<file path="src/bru_defs.svh">
// Width and reset-value macros for the branch resolution slice.
`ifndef BRU_DEFS_SVH
`define BRU_DEFS_SVH

// --------------------------------------------------
// Datapath widths
// --------------------------------------------------
`define BRU_WORD_WD 64 // Register operand width.
`define BRU_PC_WD 64 // Program counter width.
`define BRU_IMM_WD 64 // Sign-extended immediate width.

// --------------------------------------------------
// Reset values
// --------------------------------------------------
`define BRU_RESET_PC 64'h8000_0000 // First fetch address.
`define BRU_RESET_MTVEC 64'h8000_0100 // Trap vector out of reset.

`endif

</file>
<file path="src/bru_pkg.sv">
// Shared types for the decoder, branch unit and trap registers.
`include "bru_defs.svh"

package bru_pkg;

  // --------------------------------------------------
  // Vector types
  // --------------------------------------------------
  typedef logic [`BRU_WORD_WD-1:0] word_t;
  typedef logic [`BRU_PC_WD-1:0] pc_t;
  typedef logic [`BRU_IMM_WD-1:0] imm_t;
  typedef logic [31:0] instr_t;

  // Branch function code as seen by the branch unit.
  typedef enum logic [2:0] {
    JAL  = 3'b000,
    JALR = 3'b001,
    BEQ  = 3'b010,
    BNE  = 3'b011,
    BLT  = 3'b100,
    BGE  = 3'b101,
    BLTU = 3'b110,
    BGEU = 3'b111
  } br_func_e;

  // Exception next-PC source.
  typedef enum logic [1:0] {
    NONE  = 2'b00,
    ECALL = 2'b01,
    MRET  = 2'b10
  } ep_kind_e;

endpackage

</file>
<file path="src/branch_decode.sv">
// Instruction decoder for control transfers: branch function, immediate, ecall and mret.
`include "bru_defs.svh"

module branch_decode (
  input  bru_pkg::instr_t   i_instr,
  output logic              o_bren,
  output bru_pkg::br_func_e o_brfunc,
  output bru_pkg::imm_t     o_imm,
  output bru_pkg::ep_kind_e o_ep_kind
);

  logic [6:0] opcode;
  logic [2:0] funct3;

  assign opcode = i_instr[6:0];
  assign funct3 = i_instr[14:12];

  // --------------------------------------------------
  // Branch enable and function code
  // --------------------------------------------------
  always_comb begin
    o_bren   = 1'b0;
    o_brfunc = bru_pkg::JAL; // Base is the PC when not a branch.
    case (opcode)
      7'b1101111: begin // JAL.
        o_bren   = 1'b1;
        o_brfunc = bru_pkg::JAL;
      end
      7'b1100111: begin // JALR.
        o_bren   = (funct3 == 3'b000);
        o_brfunc = bru_pkg::JALR;
      end
      7'b1100011: begin // Conditional branches.
        o_bren = 1'b1;
        case (funct3)
          3'b000:  o_brfunc = bru_pkg::BEQ;
          3'b001:  o_brfunc = bru_pkg::BNE;
          3'b100:  o_brfunc = bru_pkg::BLT;
          3'b101:  o_brfunc = bru_pkg::BGE;
          3'b110:  o_brfunc = bru_pkg::BLTU;
          3'b111:  o_brfunc = bru_pkg::BGEU;
          default: o_bren   = 1'b0; // Reserved funct3.
        endcase
      end
      default: ;
    endcase
  end

  // --------------------------------------------------
  // Immediate, sign extended from bit 31
  // --------------------------------------------------
  always_comb begin
    case (opcode)
      7'b1101111: o_imm = {{(`BRU_IMM_WD-21){i_instr[31]}}, i_instr[31], i_instr[19:12],
                           i_instr[20], i_instr[30:21], 1'b0}; // J-type.
      7'b1100011: o_imm = {{(`BRU_IMM_WD-13){i_instr[31]}}, i_instr[31], i_instr[7],
                           i_instr[30:25], i_instr[11:8], 1'b0}; // B-type.
      default:    o_imm = {{(`BRU_IMM_WD-12){i_instr[31]}}, i_instr[31:20]}; // I-type.
    endcase
  end

  // Exact encodings only.
  always_comb begin
    if (i_instr == 32'h0000_0073) o_ep_kind = bru_pkg::ECALL;
    else if (i_instr == 32'h3020_0073) o_ep_kind = bru_pkg::MRET;
    else o_ep_kind = bru_pkg::NONE;
  end

endmodule

</file>
<file path="src/branch_unit.sv">
// Branch unit that compares operands and resolves the taken flag and target.
`include "bru_defs.svh"

module branch_unit (
  input  bru_pkg::word_t    i_rs1data,
  input  bru_pkg::word_t    i_rs2data,
  input  bru_pkg::pc_t      i_pc,
  input  bru_pkg::imm_t     i_imm,
  input  logic              i_bren,
  input  bru_pkg::br_func_e i_brfunc,
  input  logic              i_ep_sel,
  input  bru_pkg::pc_t      i_epnpc,
  output logic              o_br_taken,
  output bru_pkg::pc_t      o_br_target
);

  bru_pkg::word_t sub_result;
  logic           cout;
  logic           overflow;
  logic           zero;
  logic           signed_less;
  logic           unsigned_less;
  logic           less;
  logic           cond;
  logic           base_rs1;
  logic           take;
  bru_pkg::pc_t   base;
  bru_pkg::pc_t   offset;

  // --------------------------------------------------
  // Single subtractor for rs1 minus rs2
  // --------------------------------------------------
  assign {cout, sub_result} = {1'b0, i_rs1data} + {1'b0, ~i_rs2data} + 1'b1;

  assign zero     = ~(|sub_result);
  assign overflow = (i_rs1data[`BRU_WORD_WD-1] ^ i_rs2data[`BRU_WORD_WD-1])
                  & (sub_result[`BRU_WORD_WD-1] ^ i_rs1data[`BRU_WORD_WD-1]);

  assign signed_less   = sub_result[`BRU_WORD_WD-1] ^ overflow;
  assign unsigned_less = ~cout; // No borrow means rs1 >= rs2.

  // --------------------------------------------------
  // Per-function lookups
  // --------------------------------------------------
  always_comb begin
    case (i_brfunc)
      bru_pkg::BLTU, bru_pkg::BGEU: less = unsigned_less;
      bru_pkg::JAL, bru_pkg::JALR:  less = 1'b0;
      default:                      less = signed_less;
    endcase
  end

  always_comb begin
    case (i_brfunc)
      bru_pkg::BEQ:                 cond = zero;
      bru_pkg::BNE:                 cond = ~zero;
      bru_pkg::BLT, bru_pkg::BLTU:  cond = less;
      bru_pkg::BGE, bru_pkg::BGEU:  cond = ~less;
      default:                      cond = 1'b1; // Jumps always go.
    endcase
  end

  always_comb begin
    case (i_brfunc)
      bru_pkg::JALR: base_rs1 = 1'b1;
      default:       base_rs1 = 1'b0;
    endcase
  end

  // --------------------------------------------------
  // Taken and target
  // --------------------------------------------------
  assign take   = i_bren & cond;
  assign base   = base_rs1 ? i_rs1data : i_pc;
  assign offset = take ? i_imm : bru_pkg::pc_t'(4);

  assign o_br_taken  = take | i_ep_sel;
  assign o_br_target = i_ep_sel ? i_epnpc : base + offset; // Exception next-PC wins.

endmodule

</file>
<file path="src/trap_csr.sv">
// Machine trap registers mtvec, mepc and mcause with the exception next-PC select.
`include "bru_defs.svh"

module trap_csr (
  input  logic              i_clk,
  input  logic              i_reset,
  input  logic              i_valid,
  input  bru_pkg::ep_kind_e i_ep_kind,
  input  bru_pkg::pc_t      i_pc,
  input  logic              i_mtvec_we,
  input  bru_pkg::pc_t      i_mtvec_wdata,
  output logic              o_ep_sel,
  output bru_pkg::pc_t      o_epnpc
);

  bru_pkg::pc_t   mtvec;
  bru_pkg::pc_t   mepc;
  bru_pkg::word_t mcause;
  logic           ecall_fire;

  assign ecall_fire = i_valid & (i_ep_kind == bru_pkg::ECALL);

  // --------------------------------------------------
  // Machine registers
  // --------------------------------------------------
  always_ff @(posedge i_clk) begin
    if (i_reset) begin
      mtvec <= `BRU_RESET_MTVEC;
    end else if (i_mtvec_we) begin
      mtvec <= i_mtvec_wdata; // Seen from the next edge on.
    end
  end

  always_ff @(posedge i_clk) begin
    if (i_reset) begin
      mepc   <= '0;
      mcause <= '0;
    end else if (ecall_fire) begin
      mepc   <= i_pc;
      mcause <= bru_pkg::word_t'(11); // Environment call from M-mode.
    end
  end

  // --------------------------------------------------
  // Exception next-PC
  // --------------------------------------------------
  always_comb begin
    case (i_ep_kind)
      bru_pkg::ECALL: o_epnpc = mtvec;
      bru_pkg::MRET:  o_epnpc = mepc;
      default:        o_epnpc = mtvec;
    endcase
  end

  assign o_ep_sel = (i_ep_kind == bru_pkg::ECALL) | (i_ep_kind == bru_pkg::MRET);

endmodule

</file>
<file path="src/fetch_pc.sv">
// Program counter register, steps by 4 or loads the resolved branch target.
`include "bru_defs.svh"

module fetch_pc (
  input  logic         i_clk,
  input  logic         i_reset,
  input  logic         i_valid,
  input  logic         i_br_taken,
  input  bru_pkg::pc_t i_br_target,
  output bru_pkg::pc_t o_pc
);

  bru_pkg::pc_t pc_next;

  // --------------------------------------------------
  // Next PC
  // --------------------------------------------------
  assign pc_next = i_br_taken ? i_br_target : o_pc + bru_pkg::pc_t'(4);

  always_ff @(posedge i_clk) begin
    if (i_reset) begin
      o_pc <= `BRU_RESET_PC;
    end else if (i_valid) begin
      o_pc <= pc_next; // Holds while no instruction.
    end
  end

endmodule

</file>
<file path="src/branch_top.sv">
// Branch resolution slice top: decoder, trap registers, branch unit and PC register.
module branch_top (
  input  logic            i_clk,
  input  logic            i_reset,
  input  logic            i_valid,
  input  bru_pkg::instr_t i_instr,
  input  bru_pkg::word_t  i_rs1data,
  input  bru_pkg::word_t  i_rs2data,
  input  logic            i_mtvec_we,
  input  bru_pkg::pc_t    i_mtvec_wdata,
  output bru_pkg::pc_t    o_pc,
  output logic            o_br_taken,
  output bru_pkg::pc_t    o_br_target
);

  logic              bren;
  bru_pkg::br_func_e brfunc;
  bru_pkg::imm_t     imm;
  bru_pkg::ep_kind_e ep_kind;
  logic              ep_sel;
  bru_pkg::pc_t      epnpc;

  // --------------------------------------------------
  // Decode and trap
  // --------------------------------------------------
  branch_decode branch_decode_inst (
    .i_instr   (i_instr),
    .o_bren    (bren),
    .o_brfunc  (brfunc),
    .o_imm     (imm),
    .o_ep_kind (ep_kind)
  );

  trap_csr trap_csr_inst (
    .i_clk         (i_clk),
    .i_reset       (i_reset),
    .i_valid       (i_valid),
    .i_ep_kind     (ep_kind),
    .i_pc          (o_pc),
    .i_mtvec_we    (i_mtvec_we),
    .i_mtvec_wdata (i_mtvec_wdata),
    .o_ep_sel      (ep_sel),
    .o_epnpc       (epnpc)
  );

  // --------------------------------------------------
  // Resolve and fetch
  // --------------------------------------------------
  branch_unit branch_unit_inst (
    .i_rs1data   (i_rs1data),
    .i_rs2data   (i_rs2data),
    .i_pc        (o_pc),
    .i_imm       (imm),
    .i_bren      (bren),
    .i_brfunc    (brfunc),
    .i_ep_sel    (ep_sel),
    .i_epnpc     (epnpc),
    .o_br_taken  (o_br_taken),
    .o_br_target (o_br_target)
  );

  fetch_pc fetch_pc_inst (
    .i_clk       (i_clk),
    .i_reset     (i_reset),
    .i_valid     (i_valid),
    .i_br_taken  (o_br_taken),
    .i_br_target (o_br_target),
    .o_pc        (o_pc)
  );

endmodule

</file>
<file path="config.mk">
export PLATFORM = sky130hd
export DESIGN_NAME = branch_top
export DESIGN_NICKNAME = d
export VERILOG_FILES = /design/src/bru_pkg.sv /design/src/branch_decode.sv /design/src/branch_unit.sv /design/src/trap_csr.sv /design/src/fetch_pc.sv /design/src/branch_top.sv
export VERILOG_INCLUDE_DIRS = /design/src /design/src/src
export SDC_FILE = /design/constraint.sdc
export NUM_CORES = 1
export LEC_CHECK = 0
export ABC_AREA = 1
export BUFFER_PORTS_ARGS = -buffer_cell sky130_fd_sc_hd__buf_2
export CAP_MARGIN = 20
export CORE_AREA = 2 2 247 249
export CTS_BUF_LIST = sky130_fd_sc_hd__clkbuf_2
export CTS_CLUSTER_SIZE = 8
export DETAILED_ROUTE_END_ITERATION = 6
export DIE_AREA = 0 0 249 251
export GPL_TIMING_DRIVEN = 0
export PLACE_DENSITY = 0.64
export SKIP_LAST_GASP = 1
export SYNTH_ARGS = -nofsm -noshare
export SYNTH_HDL_FRONTEND = slang
export SYNTH_SLANG_ARGS = --single-unit
</file>
<file path="constraint.sdc">
create_clock -name i_clk -period 16.8 [get_ports i_clk]
set_input_delay 3.36 -clock i_clk [delete_from_list [all_inputs] [get_ports i_clk]]
set_output_delay 3.36 -clock i_clk [all_outputs]
set_load 0.01 [all_outputs]
</file>
==> flow_summary.toml <==
[hold_path]
hold_path.class = "flop to flop"

[cts]
quantity_of_gates_resized_following_cts = 0
cts_setup_buffers = 0
ctsHtreeMaxLevel = 4
numCtsBuffers = 17
clk_path_buf_depth = 2
clock_tree.root_cell = "clkbuf_2"
tritoncts = "built"
path_clk_slew_ns = 0.23
ctsHoldBuffers = 0
cts.sinks = 192
clkLatencyLatePin_ns = 0.85

[sta]
finalHoldViolCount = 0
final_min_period_over_clock_period_pct = 92.5
timing.max_slew.rel_slack_pct = 28.9
worst_pin_slew_ns = 1.06
finalSetupViolCount = 0
fin_skew_ns = 0.0455
rsz0062_at_grt = "no"
timing.final.crit_period_ns = 15.54
clock.fmax_mhz = 64.4
finalSetupTns_ns = 0
timing.final.max_slew_violations = 0

[yosys]
synth_area_leaders = "dfxtp_1 19%, nand2_1 16%, inv_1 12%"
synthesis.nets = 4013
synth_enable_flop_cells = 0
synth-async-reset-ratio_pct = 0
syn_area_sq_um = 20700
biggest_area_consumer_among_synthesized_cells = "dfxtp_1"
synthesis.area_per_instance_sq_um = 5.68
synth-seq-cells = 192
syn-instance-count = 3650
yosysUniqueCellTypes = 57
yosysTopAreaCellShare_pct = 18.5
ys.warnings.count = 0
synth.yosys.seq_area_share_pct = 18.5
synth_top_flop_cell = "dfxtp_1"

[finish]
fillers = 6814
drive_gt1_share_pct = 11.8
fin_nets = 4387
layout.cells.non_filler = 4822
flow.area_growth_from_synthesis_pct = 14.4

[critical_path]
crit_path_end_kind = "primary output"
worstPathMaxFanout = 10
slack_of_the_worst_reg_to_reg_path_ns = 12.09
most_common_cell_type_on_the_critical_path = "nand2_1"
critPathLaunchType = "input pin"
slowest_cp_cell = "fa_1"
critPathKind = "input pin to primary output"
timing.critical_path.required_ns = 13.44
critical-path-max-stage-delay_ns = 0.63
data_arrival_time_of_the_critical_path_ns = 12.18

[global_route]
global_route_usage_over_all_layers_pct = 28.6
grt_first_pass_wirelength_mm = 136
grt_pass1_vias = 22500
grt_max_degree = 44
grt.overflow.total = 0
initial_antenna_violation_count = 8

[outcome]
outcome = "finished, violations left"
violations_in_the_final_reports = "design-rule violations"

[placement]
dp_hpwl_mm = 81.3
port_buffers = 354
globalplace.congestion = 1.01
dpl.cell_count = 4787

[routing]
routed_via_density = 5.27
sum_of_routed_wire_length_over_all_layers_mm = 94.0
wl_per_cell_um = 19.5
ant_nets = 0
route.vias.total = 25400
dr.first_iter.drc_count = 2544
drt_first_pass_iters = 7
drc_viols = 4

[floorplan]
initial_core_util_pct = 34.7
floorplan.core_area_sq_um = 59800
horizontal_extent_of_the_die_um = 249
design.die.area_sq_um = 62500
design.portCount = 357
floorplan.rows = 90
die_h_um = 251

[pwr]
pwr_density_cell_nw_per_um2 = 45.1
power_frac_comb_pct = 32.4
pwr-share-clk_pct = 22.7
fin_total_pwr_mw = 1.07
power_switching_share_pct = 38.8
power_frac_seq_pct = 44.9
irDropWorstVdd_mv = 0.0394
power_leakage_nw = 12.6
netSwitchingPower_uw = 416
internal_power_uw = 655

[flow_run]
maxCapViolCount = 0
registers in the layout, summed over array words and instances, names as in the netlist:
| name | cells |
|---|---|
| fetch_pc_inst.o_pc | 64 |
| trap_csr_inst.mtvec | 64 |
| trap_csr_inst.mepc | 64 |
through the flow:
stage | cell area [sq um] | setup WS [ns] | hold slack [ns] | util, %
floorplan | 20700 | 4.26 | 0.423 | -
finish | 23700 | 1.26 | 0.462 | 39.7
global route | 23700 | 0.465 | 0.480 | 39.7
global placement | 23500 | 1.34 | 0.431 | 39.3
CTS | 23700 | 1.33 | 0.461 | 39.7
detailed placement | 23500 | 1.34 | 0.435 | 39.3
layer usage:
metal	track usage (%)	vias up	part of all wire, %
met5	0	-	0.049
met4	8.09	10	3.1
met3	3.51	148	7.2
met2	47.6	1064	46
met1	38.7	11600	44
li1	-	12500	-
synthesized netlist by cell type, drive strengths merged (13+ instances only):
cell type and count:
nor4 28, nand4 34, nand3 142, a22oi 44, o21ai 286, xor2 51
inv 674, o21a 13, nor3 50, a21oi 370, o21bai 15, dfxtp 192
o221ai 14, nand2 867, a31oi 51, buf 21, xnor2 13, ha 132
nor2 479, clkbuf 71, nand3b 19
area by class of cell:
class,instances,area (sq um),share of cell area (%)
Antenna cell,3,7.51,0.0316
Inverter,680,2560,10.8
Clock inverter,14,139,0.585
Tap cell,782,978,4.12
Multi-Input combinational cell,2686,13900,58.7
Clock buffer,18,90.1,0.380
Sequential cell,192,3840,16.2
Buffer,92,394,1.66
Timing Repair Buffer,355,1780,7.50
path summary, 6_finish.rpt:
path	start	end	cells after the start
max reg2reg	fetch_pc_inst.o_pc[2]$_SDFFE_PP0P_	fetch_pc_inst.o_pc[47]$_SDFFE_PP0P_	17
min reg2reg	trap_csr_inst.mepc[31]$_SDFFE_PP0P_	trap_csr_inst.mepc[31]$_SDFFE_PP0P_	2
max	i_rs1data[10]	o_br_target[47]	49
min	trap_csr_inst.mepc[31]$_SDFFE_PP0P_	trap_csr_inst.mepc[31]$_SDFFE_PP0P_	2
cells in the final DEF, fill, tap and decap left out, types with 8 or more instances in the layout:
cell type | synthesis | routed
nand2_1 | 857 | 857
inv_1 | 660 | 659
nor2_1 | 465 | 465
a21oi_1 | 370 | 370
buf_2 | 3 | 357
o21ai_0 | 252 | 252
dfxtp_1 | 192 | 192
nand3_1 | 134 | 134
ha_1 | 132 | 132
clkbuf_1 | 71 | 71
xor2_1 | 51 | 51
a31oi_1 | 51 | 51
a22oi_1 | 44 | 44
nor3_1 | 41 | 41
o21ai_1 | 34 | 34
nand4_1 | 34 | 34
nor4_1 | 25 | 25
nand3b_1 | 19 | 19
clkbuf_2 | 0 | 18
o21bai_1 | 15 | 15
o221ai_1 | 14 | 14
inv_2 | 12 | 13
xnor2_1 | 13 | 13
o21a_1 | 13 | 13
clkinv_1 | 6 | 9
or2_2 | 9 | 9
buf_1 | 9 | 9
nand2_2 | 9 | 9
nor2_2 | 9 | 9
nand3_2 | 8 | 8
a221oi_1 | 8 | 8
a211oi_2 | 8 | 8
cells by family (layout without fill, tap and decap cells):
family | after synthesis | after routing | synth area share (%)
buffers and inverters | 772 | 1159 | 14.2
multiplexers | 6 | 6 | 0.326
XOR/XNOR | 64 | 64 | 2.70
adder cells (fa/ha/maj) | 135 | 135 | 8.26
other | 0 | 3 | 0
AND/OR/NAND/NOR | 1638 | 1638 | 33.3
AO/OA/AOI/OAI | 843 | 843 | 22.6
flip-flops | 192 | 192 | 18.5
critical path: cells and delay by family:
family	cells	cell delay (ns)
AND/OR/NAND/NOR	28	3.42
adder cells (fa/ha/maj)	3	1.31
AO/OA/AOI/OAI	14	3.37
buffers and inverters	4	0.72
power groups by stage:
stage                     clock, mW  combinational [mW]  sequential (mW)
after floorplan                   0               0.215            0.484
after global placement            0               0.340            0.488
after detailed placement          0               0.341            0.489
after CTS                     0.241               0.343            0.480
after global routing          0.263               0.385            0.482
final                         0.242               0.347            0.481
Note: power is estimated with default switching activity, not from simulation.
